**config.mk**
```make
export PLATFORM = sky130hd
export DESIGN_NAME = sdmacTop
export DESIGN_NICKNAME = d
export VERILOG_FILES = /design/src/verilog/sdmacPkg.sv /design/src/verilog/sdmacRegs.sv /design/src/verilog/sdmacFifo.sv /design/src/verilog/scsiPortSm.sv /design/src/verilog/busMasterSm.sv /design/src/verilog/sdmacTop.sv
export SDC_FILE = /design/constraint.sdc
export NUM_CORES = 1
export LEC_CHECK = 0
export ABC_CLOCK_PERIOD_IN_PS = 11000
export BUFFER_PORTS_ARGS = -buffer_cell sky130_fd_sc_hd__buf_2
export CAP_MARGIN = 10
export CORE_MARGIN = 2
export CORE_UTILIZATION = 59
export DETAILED_ROUTE_END_ITERATION = 8
export GPL_ROUTABILITY_DRIVEN = 0
export PLACE_DENSITY = 0.79
export SLEW_MARGIN = 5
export SYNTH_ARGS = -nofsm -noshare
export SYNTH_HDL_FRONTEND = slang
export SYNTH_HIERARCHICAL = 1
export SYNTH_SLANG_ARGS = --single-unit
```
**constraint.sdc**
```tcl
create_clock -name QnCPUCLK -period 11 [get_ports QnCPUCLK]
set_input_delay 2.2 -clock QnCPUCLK [delete_from_list [all_inputs] [get_ports QnCPUCLK]]
set_output_delay 2.2 -clock QnCPUCLK [all_outputs]
set_load 0.005 [all_outputs]
```
**src/verilog/sdmacPkg.sv**
```systemverilog
/*
 * SCSI DMA controller shared definitions
 * FIFO word layout, register offsets and control/status bit positions
 */
package sdmacPkg;

    // One FIFO entry, seen as a longword or as four byte lanes
    // Lane 3 is the most significant and the first byte on the SCSI side
    typedef union packed {
        logic [31:0]     lword;
        logic [3:0][7:0] bytes;
    } fifoWordT;

    // Word offsets on the CPU register port
    localparam logic [1:0] REG_ADDR = 2'd0;  // Start address
    localparam logic [1:0] REG_LEN  = 2'd1;  // Length in longwords
    localparam logic [1:0] REG_CNTR = 2'd2;  // Control
    localparam logic [1:0] REG_ISTR = 2'd3;  // Status

    // Control register bits
    localparam int CNTR_DIR   = 0;  // 1 = memory to SCSI
    localparam int CNTR_EN    = 1;  // Write 1 to start
    localparam int CNTR_INTEN = 2;

    // Status register bits
    localparam int ISTR_DONE = 0;  // Write 1 to clear
    localparam int ISTR_INT  = 1;
    localparam int ISTR_FE   = 2;
    localparam int ISTR_FF   = 3;

endpackage

```
**src/verilog/sdmacRegs.sv**
```systemverilog
/*
 * SDMAC register block
 * CPU valid/ready slave for address, length, control and status, plus interrupt
 */
`timescale 1ns/100ps

module sdmacRegs
    import sdmacPkg::*;
(
    input  logic        QnCPUCLK,
    input  logic        rstN_i,
    input  logic        regValid_i,
    input  logic        regWrite_i,
    input  logic [1:0]  regAddr_i,
    input  logic [31:0] regWdata_i,
    output logic        regReady_o,
    output logic [31:0] regRdata_o,
    input  logic        fifoEmpty_i,
    input  logic        fifoFull_i,
    input  logic        xferDone_i,
    output logic        dir_o,
    output logic        start_o,
    output logic [31:0] startAddr_o,
    output logic [15:0] lenWords_o,
    output logic        intO
);

    logic [31:0] addrReg;
    logic [15:0] lenReg;
    logic        dirBit;
    logic        enBit;
    logic        intEnBit;
    logic        doneFlag;
    logic        intPending;
    logic        access;      // First cycle of a CPU request
    logic        wrStrobe;
    logic [31:0] cntrWord;
    logic [31:0] statusWord;
    logic [31:0] rdMux;

    assign access   = regValid_i && !regReady_o;
    assign wrStrobe = access && regWrite_i;

    assign intPending = doneFlag && intEnBit;
    assign intO       = intPending;

    assign dir_o       = dirBit;
    assign startAddr_o = addrReg;
    assign lenWords_o  = lenReg;

    always_comb begin
        cntrWord             = '0;
        cntrWord[CNTR_DIR]   = dirBit;
        cntrWord[CNTR_EN]    = enBit;
        cntrWord[CNTR_INTEN] = intEnBit;
    end

    always_comb begin
        statusWord            = '0;
        statusWord[ISTR_DONE] = doneFlag;
        statusWord[ISTR_INT]  = intPending;
        statusWord[ISTR_FE]   = fifoEmpty_i;  // Live FIFO flags
        statusWord[ISTR_FF]   = fifoFull_i;
    end

    always_comb begin
        case (regAddr_i)
            REG_ADDR: rdMux = addrReg;
            REG_LEN:  rdMux = {16'h0000, lenReg};
            REG_CNTR: rdMux = cntrWord;
            default:  rdMux = statusWord;
        endcase
    end

    always_ff @(posedge QnCPUCLK) begin
        if (!rstN_i) begin
            regReady_o <= 1'b0;
            regRdata_o <= '0;
            start_o    <= 1'b0;
            addrReg    <= '0;
            lenReg     <= '0;
            dirBit     <= 1'b0;
            enBit      <= 1'b0;
            intEnBit   <= 1'b0;
            doneFlag   <= 1'b0;
        end else begin
            regReady_o <= access;  // One cycle, answers the request
            start_o    <= wrStrobe && (regAddr_i == REG_CNTR) && regWdata_i[CNTR_EN];
            if (access) begin
                regRdata_o <= rdMux;
            end
            if (wrStrobe) begin
                case (regAddr_i)
                    REG_ADDR: addrReg <= regWdata_i;
                    REG_LEN:  lenReg  <= regWdata_i[15:0];
                    REG_CNTR: begin
                        dirBit   <= regWdata_i[CNTR_DIR];
                        enBit    <= regWdata_i[CNTR_EN];
                        intEnBit <= regWdata_i[CNTR_INTEN];
                    end
                    default: ;  // Status is cleared below
                endcase
            end
            // Done wins over a clear in the same cycle
            if (xferDone_i) begin
                doneFlag <= 1'b1;
            end else if (wrStrobe && (regAddr_i == REG_ISTR) && regWdata_i[ISTR_DONE]) begin
                doneFlag <= 1'b0;
            end
        end
    end

endmodule

```
**src/verilog/sdmacFifo.sv**
```systemverilog
/*
 * SDMAC longword FIFO
 * Packs SCSI bytes into longwords and unpacks longwords into bytes, MSB lane first
 */
`timescale 1ns/100ps

module sdmacFifo
    import sdmacPkg::*;
#(
    parameter int FIFO_DEPTH = 8
) (
    input  logic       QnCPUCLK,
    input  logic       rstN_i,
    input  logic       clear_i,
    input  logic       bytePush_i,
    input  logic [7:0] byteIn_i,
    input  logic       bytePop_i,
    output logic [7:0] byteOut_o,
    input  logic       wordPush_i,
    input  fifoWordT   wordIn_i,
    input  logic       wordPop_i,
    output fifoWordT   wordOut_o,
    output logic       byteRoom_o,
    output logic       byteAvail_o,
    output logic       fifoEmpty_o,
    output logic       fifoFull_o
);

    localparam int PTR_W = $clog2(FIFO_DEPTH);

    fifoWordT         ring [FIFO_DEPTH];
    fifoWordT         packWord;   // Partly filled write-side word
    fifoWordT         packNext;
    fifoWordT         headWord;
    logic [PTR_W-1:0] wrPtr;
    logic [PTR_W-1:0] rdPtr;
    logic [PTR_W:0]   wordCount;
    logic [1:0]       bytePtrWr;  // Bytes already packed
    logic [1:0]       bytePtrRd;  // Bytes already unpacked
    logic             byteCommit;
    logic             lastBytePop;
    logic             doPush;
    logic             doPop;

    // Byte 0 of the transfer goes to lane 3
    always_comb begin
        packNext                          = packWord;
        packNext.bytes[2'd3 - bytePtrWr] = byteIn_i;
    end

    assign byteCommit  = bytePush_i && (bytePtrWr == 2'd3);
    assign lastBytePop = bytePop_i && (bytePtrRd == 2'd3);
    assign doPush      = byteCommit || wordPush_i;
    assign doPop       = lastBytePop || wordPop_i;

    assign headWord  = ring[rdPtr];
    assign wordOut_o = headWord;
    assign byteOut_o = headWord.bytes[2'd3 - bytePtrRd];

    assign fifoEmpty_o = (wordCount == '0);
    assign fifoFull_o  = (wordCount == (PTR_W + 1)'(FIFO_DEPTH));
    assign byteRoom_o  = !fifoFull_o;   // Commit of a fourth byte always finds a slot
    assign byteAvail_o = !fifoEmpty_o;

    // Storage
    always_ff @(posedge QnCPUCLK) begin
        if (byteCommit) begin
            ring[wrPtr] <= packNext;
        end else if (wordPush_i) begin
            ring[wrPtr] <= wordIn_i;
        end
        if (bytePush_i) begin
            packWord <= packNext;
        end
    end

    always_ff @(posedge QnCPUCLK) begin
        if (!rstN_i || clear_i) begin
            wrPtr     <= '0;
            rdPtr     <= '0;
            wordCount <= '0;
            bytePtrWr <= 2'd0;
            bytePtrRd <= 2'd0;
        end else begin
            if (bytePush_i) begin
                bytePtrWr <= bytePtrWr + 2'd1;  // Wraps after lane 0
            end
            if (bytePop_i) begin
                bytePtrRd <= bytePtrRd + 2'd1;
            end
            if (doPush) begin
                wrPtr <= wrPtr + 1'b1;
            end
            if (doPop) begin
                rdPtr <= rdPtr + 1'b1;
            end
            case ({doPush, doPop})
                2'b10:   wordCount <= wordCount + 1'b1;
                2'b01:   wordCount <= wordCount - 1'b1;
                default: ;  // Both or neither
            endcase
        end
    end

endmodule

```
**src/verilog/scsiPortSm.sv**
```systemverilog
/*
 * SCSI peripheral port FSM
 * Answers DREQ with a single-cycle DACK and moves one byte per acknowledge
 */
`timescale 1ns/100ps

module scsiPortSm (
    input  logic       QnCPUCLK,
    input  logic       rstN_i,
    input  logic       dir_i,        // 1 = memory to SCSI
    input  logic       active_i,
    input  logic       dreqI,
    output logic       dackO,
    input  logic [7:0] pdataI,
    output logic [7:0] pdataO,
    input  logic       byteRoom_i,
    input  logic       byteAvail_i,
    output logic       bytePush_o,
    output logic       bytePop_o,
    output logic [7:0] byteIn_o,
    input  logic [7:0] byteOut_i
);

    localparam logic [1:0] ST_IDLE    = 2'd0;
    localparam logic [1:0] ST_ACK     = 2'd1;
    localparam logic [1:0] ST_RECOVER = 2'd2;

    logic [1:0] state;
    logic [1:0] stateNext;
    logic       fifoReady;   // FIFO can serve one byte in this direction
    logic       inAck;

    assign fifoReady = dir_i ? byteAvail_i : byteRoom_i;
    assign inAck     = (state == ST_ACK);

    always_comb begin
        stateNext = state;
        case (state)
            ST_IDLE: begin
                if (active_i && dreqI && fifoReady) begin
                    stateNext = ST_ACK;
                end
            end
            ST_ACK:     stateNext = ST_RECOVER;
            // Gives the chip a cycle to drop DREQ after DACK
            ST_RECOVER: stateNext = ST_IDLE;
            default:    stateNext = ST_IDLE;
        endcase
    end

    always_ff @(posedge QnCPUCLK) begin
        if (!rstN_i) begin
            state <= ST_IDLE;
        end else begin
            state <= stateNext;
        end
    end

    assign dackO = inAck;

    // SCSI to memory: byte on pdataI is taken by the FIFO at the end of DACK
    assign bytePush_o = inAck && !dir_i;
    assign byteIn_o   = pdataI;

    // Memory to SCSI: head byte is driven during DACK, then popped
    assign bytePop_o = inAck && dir_i;
    assign pdataO    = bytePop_o ? byteOut_i : 8'h00;

endmodule

```
**src/verilog/busMasterSm.sv**
```systemverilog
/*
 * SDMAC bus master FSM
 * Bus request/grant, address and longword counters, memory valid/ready cycles
 */
`timescale 1ns/100ps

module busMasterSm
    import sdmacPkg::*;
(
    input  logic        QnCPUCLK,
    input  logic        rstN_i,
    input  logic        dir_i,         // 1 = memory to SCSI
    input  logic        start_i,
    input  logic [31:0] startAddr_i,
    input  logic [15:0] lenWords_i,
    output logic        brO,
    input  logic        bgI,
    output logic        ownO,
    output logic        memValid_o,
    input  logic        memReady_i,
    output logic        memWrite_o,
    output logic [31:0] memAddr_o,
    output logic [31:0] memWdata_o,
    input  logic [31:0] memRdata_i,
    output logic        wordPush_o,
    output fifoWordT    wordIn_o,
    output logic        wordPop_o,
    input  fifoWordT    wordOut_i,
    input  logic        fifoEmpty_i,
    input  logic        fifoFull_i,
    output logic        fifoClear_o,
    output logic        xferDone_o,
    output logic        active_o
);

    localparam logic [1:0] ST_IDLE = 2'd0;
    localparam logic [1:0] ST_WAIT = 2'd1;  // Active, bus released
    localparam logic [1:0] ST_REQ  = 2'd2;  // Waiting for grant
    localparam logic [1:0] ST_BUS  = 2'd3;  // Owner of the bus

    logic [1:0]  state;
    logic [31:0] addrCnt;
    logic [15:0] wordsLeft;
    logic        canMove;    // FIFO can feed or take a longword
    logic        haveWork;
    logic        handshake;
    logic        finished;
    logic        issue;

    assign canMove   = dir_i ? !fifoFull_i : !fifoEmpty_i;
    assign haveWork  = (wordsLeft != 16'd0) && canMove;
    assign handshake = memValid_o && memReady_i;
    // Memory to SCSI also waits for the FIFO to drain to the chip
    assign finished  = (wordsLeft == 16'd0) && (!dir_i || fifoEmpty_i);
    assign issue     = (state == ST_BUS) && !memValid_o && bgI && haveWork;

    assign brO         = (state == ST_REQ) || (state == ST_BUS);
    assign ownO        = (state == ST_BUS);
    assign active_o    = (state != ST_IDLE);
    assign fifoClear_o = (state == ST_IDLE) && start_i;
    assign memAddr_o   = addrCnt;  // Only moves on a handshake

    assign wordPush_o = handshake && !memWrite_o;
    assign wordPop_o  = handshake && memWrite_o;

    always_comb begin
        wordIn_o.lword = memRdata_i;
    end

    always_ff @(posedge QnCPUCLK) begin
        if (issue) begin
            memWdata_o <= wordOut_i.lword;
        end
    end

    always_ff @(posedge QnCPUCLK) begin
        if (!rstN_i) begin
            state      <= ST_IDLE;
            addrCnt    <= '0;
            wordsLeft  <= '0;
            memValid_o <= 1'b0;
            memWrite_o <= 1'b0;
            xferDone_o <= 1'b0;
        end else begin
            xferDone_o <= (state == ST_WAIT) && finished;
            case (state)
                ST_IDLE: begin
                    if (start_i) begin
                        addrCnt   <= startAddr_i;
                        wordsLeft <= lenWords_i;
                        state     <= ST_WAIT;
                    end
                end
                ST_WAIT: begin
                    if (finished) begin
                        state <= ST_IDLE;
                    end else if (haveWork) begin
                        state <= ST_REQ;
                    end
                end
                ST_REQ: begin
                    if (!haveWork) begin
                        state <= ST_WAIT;
                    end else if (bgI) begin
                        state <= ST_BUS;
                    end
                end
                default: begin  // ST_BUS
                    if (memValid_o) begin
                        if (memReady_i) begin
                            memValid_o <= 1'b0;
                            addrCnt    <= addrCnt + 32'd4;
                            wordsLeft  <= wordsLeft - 16'd1;
                        end
                    end else if (issue) begin
                        memValid_o <= 1'b1;
                        memWrite_o <= !dir_i;
                    end else if (!bgI) begin
                        state <= ST_REQ;    // Grant lost between cycles
                    end else begin
                        state <= ST_WAIT;   // FIFO stalled or count done
                    end
                end
            endcase
        end
    end

endmodule

```
**src/verilog/sdmacTop.sv**
```systemverilog
/*
 * SCSI DMA controller top level
 * Connects register block, FIFO, SCSI port FSM and bus master FSM
 */
`timescale 1ns/100ps

module sdmacTop
    import sdmacPkg::*;
#(
    parameter int FIFO_DEPTH = 8
) (
    input  logic        QnCPUCLK,
    input  logic        rstN_i,
    // CPU register port
    input  logic        regValid_i,
    input  logic        regWrite_i,
    input  logic [1:0]  regAddr_i,
    input  logic [31:0] regWdata_i,
    output logic        regReady_o,
    output logic [31:0] regRdata_o,
    // Memory port
    output logic        memValid_o,
    input  logic        memReady_i,
    output logic        memWrite_o,
    output logic [31:0] memAddr_o,
    output logic [31:0] memWdata_o,
    input  logic [31:0] memRdata_i,
    // Arbitration
    output logic        brO,
    input  logic        bgI,
    output logic        ownO,
    // SCSI chip
    input  logic        dreqI,
    output logic        dackO,
    input  logic [7:0]  pdataI,
    output logic [7:0]  pdataO,
    output logic        intO
);

    logic        dir;
    logic        start;
    logic        active;
    logic        xferDone;
    logic [31:0] startAddr;
    logic [15:0] lenWords;
    logic        fifoClear;
    logic        fifoEmpty;
    logic        fifoFull;
    logic        byteRoom;
    logic        byteAvail;
    logic        bytePush;
    logic        bytePop;
    logic [7:0]  byteIn;
    logic [7:0]  byteOut;
    logic        wordPush;
    logic        wordPop;
    fifoWordT    wordIn;
    fifoWordT    wordOut;

    sdmacRegs regs0 (
        .QnCPUCLK    (QnCPUCLK),
        .rstN_i      (rstN_i),
        .regValid_i  (regValid_i),
        .regWrite_i  (regWrite_i),
        .regAddr_i   (regAddr_i),
        .regWdata_i  (regWdata_i),
        .regReady_o  (regReady_o),
        .regRdata_o  (regRdata_o),
        .fifoEmpty_i (fifoEmpty),
        .fifoFull_i  (fifoFull),
        .xferDone_i  (xferDone),
        .dir_o       (dir),
        .start_o     (start),
        .startAddr_o (startAddr),
        .lenWords_o  (lenWords),
        .intO        (intO)
    );

    sdmacFifo #(
        .FIFO_DEPTH (FIFO_DEPTH)
    ) fifo0 (
        .QnCPUCLK    (QnCPUCLK),
        .rstN_i      (rstN_i),
        .clear_i     (fifoClear),
        .bytePush_i  (bytePush),
        .byteIn_i    (byteIn),
        .bytePop_i   (bytePop),
        .byteOut_o   (byteOut),
        .wordPush_i  (wordPush),
        .wordIn_i    (wordIn),
        .wordPop_i   (wordPop),
        .wordOut_o   (wordOut),
        .byteRoom_o  (byteRoom),
        .byteAvail_o (byteAvail),
        .fifoEmpty_o (fifoEmpty),
        .fifoFull_o  (fifoFull)
    );

    scsiPortSm scsi0 (
        .QnCPUCLK    (QnCPUCLK),
        .rstN_i      (rstN_i),
        .dir_i       (dir),
        .active_i    (active),
        .dreqI       (dreqI),
        .dackO       (dackO),
        .pdataI      (pdataI),
        .pdataO      (pdataO),
        .byteRoom_i  (byteRoom),
        .byteAvail_i (byteAvail),
        .bytePush_o  (bytePush),
        .bytePop_o   (bytePop),
        .byteIn_o    (byteIn),
        .byteOut_i   (byteOut)
    );

    busMasterSm bm0 (
        .QnCPUCLK    (QnCPUCLK),
        .rstN_i      (rstN_i),
        .dir_i       (dir),
        .start_i     (start),
        .startAddr_i (startAddr),
        .lenWords_i  (lenWords),
        .brO         (brO),
        .bgI         (bgI),
        .ownO        (ownO),
        .memValid_o  (memValid_o),
        .memReady_i  (memReady_i),
        .memWrite_o  (memWrite_o),
        .memAddr_o   (memAddr_o),
        .memWdata_o  (memWdata_o),
        .memRdata_i  (memRdata_i),
        .wordPush_o  (wordPush),
        .wordIn_o    (wordIn),
        .wordPop_o   (wordPop),
        .wordOut_i   (wordOut),
        .fifoEmpty_i (fifoEmpty),
        .fifoFull_i  (fifoFull),
        .fifoClear_o (fifoClear),
        .xferDone_o  (xferDone),
        .active_o    (active)
    );

endmodule

```
## Word level (Yosys, flattened, before mapping)

Memory sizes are Yosys's and may differ from the RTL's. A register that Yosys moved wholly into a read port is not among the register bits.
Cells that the tools add are included.

| storage, ports and cells | value |
|---|---|
| memories kept | 1 |
| output and inout port bits | 111 |
| memory bits (writable) | 256 |
| flip-flop bits (word level) | 219 |
| input port bits | 81 |

| operators by class | value |
|---|---|
| $lt $le $gt $ge | 3 |
| equal/unequal tests | 18 |
| add/sub/neg operators | 10 |
| reduce and logical (&&, ||, !) cells | 55 |
| bitwise gates (word level) | 4 |
| mux-type cells | 42 |

Memory list:

| name | words | width | read ports | clocked after memory_dff | wr ports | RTL line | RTL |
|---|---|---|---|---|---|---|---|
| fifo0.ring | 8 | 32 | 1 | 1 | 1 | sdmacFifo.sv:31 | `fifoWordT ring [FIFO_DEPTH];` |

Operator list:

| kind | number |
|---|---|
| $mux 32 | 4 |
| $pmux 32 s3 | 1 |
| $pmux 32 s2 | 1 |
| $mux 16 | 3 |
| $add 32x3->32 const B | 1 |
| $bwmux 32 | 1 |
| $pmux 16 s2 | 1 |
| $logic_and 1x1->1 | 24 |
| $mux 8 | 3 |
| $mux 2 | 9 |
| $bmux 8 s2 | 1 |
| $demux 8 s2 | 1 |
| $logic_not 16->1 | 1 |
| $reduce_bool 16->1 | 1 |
| $sub 16x1->16 const B | 1 |
| $eq 2x2->1 const B | 7 |
| $mux 1 | 12 |
| $reduce_bool 2->1 | 5 |
| $eq 2x1->1 const B | 4 |
| $ne 4x4->1 const B | 2 |
| $pmux 4 s2 | 1 |
| $logic_not 1->1 | 7 |
| $add 3x1->3 const B | 2 |
| $logic_not 2->1 | 3 |
| other kinds (24) | 36 |

## Longest topological paths before layout

| logic depth | value |
|---|---|
| depth in word-level cells | 8 |
| mapped depth | 11 |

## By module

The synthesis kept the hierarchy.

Modules (own cells, without submodules):

| module | area each (um2) | cells an instance | times used |
|---|---|---|---|
| sdmacFifo | 12493.2 | 605 | 1 |
| busMasterSm | 4623.2 | 529 | 1 |
| sdmacRegs | 3503.4 | 368 | 1 |
| scsiPortSm | 236.5 | 26 | 1 |

## Least setup slack after synthesis

OpenSTA, ideal clock, no wires.

| timing | value |
|---|---|
| path kind | input to register |
| start | input port memReady_i |
| end | memory fifo0/ring[0][0] in the netlist's numbering (enable) |
| buffers on the path | 0 |
| arrival time | 4846 ps |
| stages on the path | 5 |
| setup time | 461 ps |
| slack | 5693 ps |
| required time | 10539 ps |
| cells stage by stage | nand2_1 > nor2_1 > a21o_1 > nand2b_1 > nor3_1 |

| on the way | value |
|---|---|
| word-level cells in the longest chain between the ends | 6 |

Ends and longest elaborated chain:

| item | RTL line | RTL |
|---|---|---|
| start: declaration | sdmacTop.sv:23 | `input logic memReady_i,` |
| $logic_and 1x1->1 | busMasterSm.sv:52 | `assign handshake = memValid_o && memReady_i;` |
| $logic_and 1x1->1 | busMasterSm.sv:63 | `assign wordPush_o = handshake && !memWrite_o;` |
| via wordPush | sdmacTop.sv:55 | `logic wordPush;` |
| $mux 1 | sdmacFifo.sv:69 | `end else if (wordPush_i) begin` |
| $mux 1 | sdmacFifo.sv:67 | `if (byteCommit) begin` |
| $mux 1 (implied by the code) | sdmacFifo.sv:70 | `ring[wrPtr] <= wordIn_i;` |
| $or 1x1->1 (no source line) | n/a |  |
| end: declaration | sdmacFifo.sv:31 |  |

The timed path passes the listed nets, and every way through them passes these cells.

==> metrics.md <==
| Metric | Value |
|---|---|
| Outcome | complete, no violations |
| Post-synthesis register bit count | 478 |
| Unique masters post-synth | 76 |
| Clk_skew | approximately 0.020 ns |
| Final WL | approximately 53 mm |
| EDFF count, synth | between 300 and 400 |
| Peak VDD IR | approximately 0.18 mV |
| Worst-margin pin slew | between 1 and 1.5 ns |
| Reg2Reg Depth | 8 |
| H-tree Lvls | 2 |
| 1st-pass router iterations | 7 |
| Max Buffers Root-to-Sink | 3 |
| CP cell instances | buf_4 > mux4_1 > mux2_2 > o22ai_1 > nor2_1 > and2_4 > buf_2 |
| Area growth syn-to-layout | 12.54% |
| Setup TNS | 0 ns |
| Post-Synth Simple-Gate Area | 0.09323 |
| Final antenna-violating net count | 0 |
| Hold WC Path Type | reg2reg |
| PwrDens | about 160 nW/um^2 |
| Root Buffer | clkbuf_16 |
| CTS tree | built |
| Sequential area share after synthesis | 0.6124 |
| Reg2reg end | bm0/memAddr_o[18] |
| XOR/XNOR share of the synthesized area | 0.003360 |
| Crit path capture type | primary output |
| CP delay by family, top | multiplexers |
| Most frequent cells in the layout | edfxtp_1 (320), buf_2 (190), dfxtp_1 (156) |
| # IOs | between 150 and 200 |
| First-pass GRT wire length | between 70 and 80 mm |
| Mapped cell area | 20860 um^2 |
| Top_reg_cell synth | edfxtp_1 |
| Worst-Skew Late Latency | roughly 0.57 ns |
| Quantity of hold-fixing buffers added after cts | 0 |
| Placement-stage cell area | between 20000 and 25000 um^2 |
| P_sw | about 0.83 mW |
| Worst Path Arrival | 3.53 ns |
| Compound-cell area share of the yosys netlist | 0.1017 |
| Post-synth ARST share | 0 |
| CP Data Required Time | just under 9 ns |
| Highest clock rate | 174.5 MHz |
| DRC | 0 |
| Starting Density | 0.6008 |
| Drt first-iter violations | 1334 |
| Final Cycle Share | 0.5209 |
| Combinational share of power | 0.051 |
| End of the critical path | pdataO[2] |
| Leakage power | roughly 8.2 nW |
| Largest net degree at the start of global routing | 90 |
| Synth Instances | around 1500 |
| Slew Limit Headroom | 0.2991 |
| Main combinational cell family by area after synthesis | multiplexers |
| Via count | roughly 14000 |
| Worst-path clk slew | 0.06 ns |
| Clock share of power | 0.435 |
| Initial antenna violation count | 2 |
| Fraction of layout cells with a size suffix above 1 | 0.2715 |
| Inserted Clock Buffers | 47 |
| Core Footprint | 34710 um^2 |
| Max-cap viol count | 0 |
| Final nets | 1749 |
| Crit path depth | 7 |
| Vert. Die Dim | 192.0 um |
| Post-synthesis mux area share | 0.1382 |
| Die area | between 30000 and 40000 um^2 |
| CTS sink cnt | approximately 480 |
| Final instance area | 23470 um^2 |
| Post-CTS sizing | 0 |
| Die Width | just under 200 um |
| Util after Layout | 0.6761 |
| Min Hold Slack | around 0.43 ns |
| Setup bufs post-CTS | 0 |
| Internal power | 2.940 mW |
| Crit path time final | ~5.7 ns |
| Synthesized area per cell | about 14 um^2 |
| R2R Path Start | bm0/state[0] |
| Setup CP Type | reg2out |
| FP Rows | just under 70 |
| Vias per std cell | about 6.5 |
| CP max-delay cell | dfxtp_4 |
| CP Max Fanout | 38 |
| Number of I/O port buffers | ~190 |
| Hold Vio Cnt, Final | 0 |
| CP Launch Type | flop |
| Vias in the first global route | 13384 |
| Final worst setup slack | around 5.3 ns |
| Hpwl dp | ~32 mm |
| Avg WL per Cell | ~25 um |
| Final setup violation count | 0 |
| R2R setup slack | between 7 and 8 ns |
| Buffers & Inverters on Critical Path | 2 |
| Slowest stage delay, CP | between 0.6 and 0.7 ns |
| Adder-cell share of the synthesized area | 0.01080 |
| Slew Limit Fails | 0 |
| RSZ-0062 raised after global routing | no |
| Total GRT Usage | 0.2821 |
| Commonest non-fill, non-tap cell in the layout | edfxtp_1 |
| Syn Nets | approximately 1600 |
| Seq pwr share | 0.514 |
| Grt total ovfl | 0 |
| Pre-CTS setup slack | about 5.9 ns |
| Synth warn | 6 |
| Sw frac | 0.2199 |
==> per-stage QoR <==
step	std cells	power, mW
3_5_place_dp	2055	2.160
6_report	2143	3.769
3_3_place_gp	2055	2.154
5_1_grt	2142	3.870
2_1_floorplan	1528	2.108
4_1_cts	2141	3.779
==> worst min-delay path by stage <==
stage / end / cells after the start / slack, ns / from
finish: scsi0/state[0] / 1 / 0.43 / scsi0/state[0]
floorplan: scsi0/state[0] / 1 / 0.41 / scsi0/state[0]
detailed placement: scsi0/state[0] / 1 / 0.43 / scsi0/state[0]
global route: scsi0/state[0] / 1 / 0.46 / scsi0/state[0]
global placement: scsi0/state[0] / 1 / 0.42 / scsi0/state[0]
CTS: scsi0/state[0] / 1 / 0.44 / scsi0/state[0]
==> registers in the layout, summed over array words and instances, names as in the netlist, 4 cells and up, named ones only <==
| signal | count |
|---|---|
| regs0/lenWords_o | 16 |
| fifo0/wordCount | 4 |
| bm0/memWdata_o | 32 |
| fifo0/packWord | 32 |
| regs0/startAddr_o | 32 |
| fifo0/ring | 256 |
| regs0/regRdata_o | 32 |
| bm0/memAddr_o | 32 |
| bm0/wordsLeft | 16 |
==> power groups by stage <==
stage                     clock [mW]  combinational, mW  sequential, mW
final                           1.64              0.193            1.94
after global routing            1.72              0.210            1.94
after floorplan                    0              0.138            1.97
after detailed placement           0              0.186            1.97
after global placement             0              0.181            1.97
after CTS                       1.66              0.188            1.94
==> cells by family after synthesis <==
| logic type | after synthesis |
|---|---|
| AO/OA/AOI/OAI | 323 |
| XOR/XNOR | 8 |
| adder cells (fa/ha/maj) | 18 |
| buffers and inverters | 159 |
| flip-flops | 478 |
| multiplexers | 178 |
| AND/OR/NAND/NOR | 364 |
==> cells in the mapped netlist (40+ instances only) <==
master    number  share of area
a21oi_1       51          0.012
a21boi_0      43          0.015
edfxtp_1     320           0.46
nor2_1        79          0.014
nand3_1       73          0.018
dfxtp_1      158           0.15
nand2_1       76          0.014
mux2_2       100          0.054
o21ai_0       87          0.021
buf_4         42          0.015
clkbuf_1      59          0.011
mux4_1        40          0.050
==> worst reg2reg max path, cell delays in order, from the launching register on <==
cell	delay, ns
dfxtp_1	0.36
inv_1	0.10
ha_2	0.59
buf_4	0.59
nand4bb_1	0.50
nand2_1	0.49
buf_4	0.39
nand2_1	0.22
o21ai_0	0.12
==> area by class of cell <==
cell class,count,area [um^2]
inverters,16,60.06
diodes,1,2.502
multi-input cells,891,7308
well taps,455,569.3
repair buffers,216,1166
clock inverters,29,354.1
fillers,2323,11240
clock buffers,57,1234
flip-flops and latches,478,12780
==> routing by layer <==
metal  vias to the layer above  track usage  wire (um)
met3                       130      0.04440       4463
met1                      6934       0.3663      20130
met2                       751       0.4781      26110
li1                       6112            -          -
met4                         2       0.1127       1979
met5                         -            0         13
No activity file was read; power rests on OpenSTA's default activity.
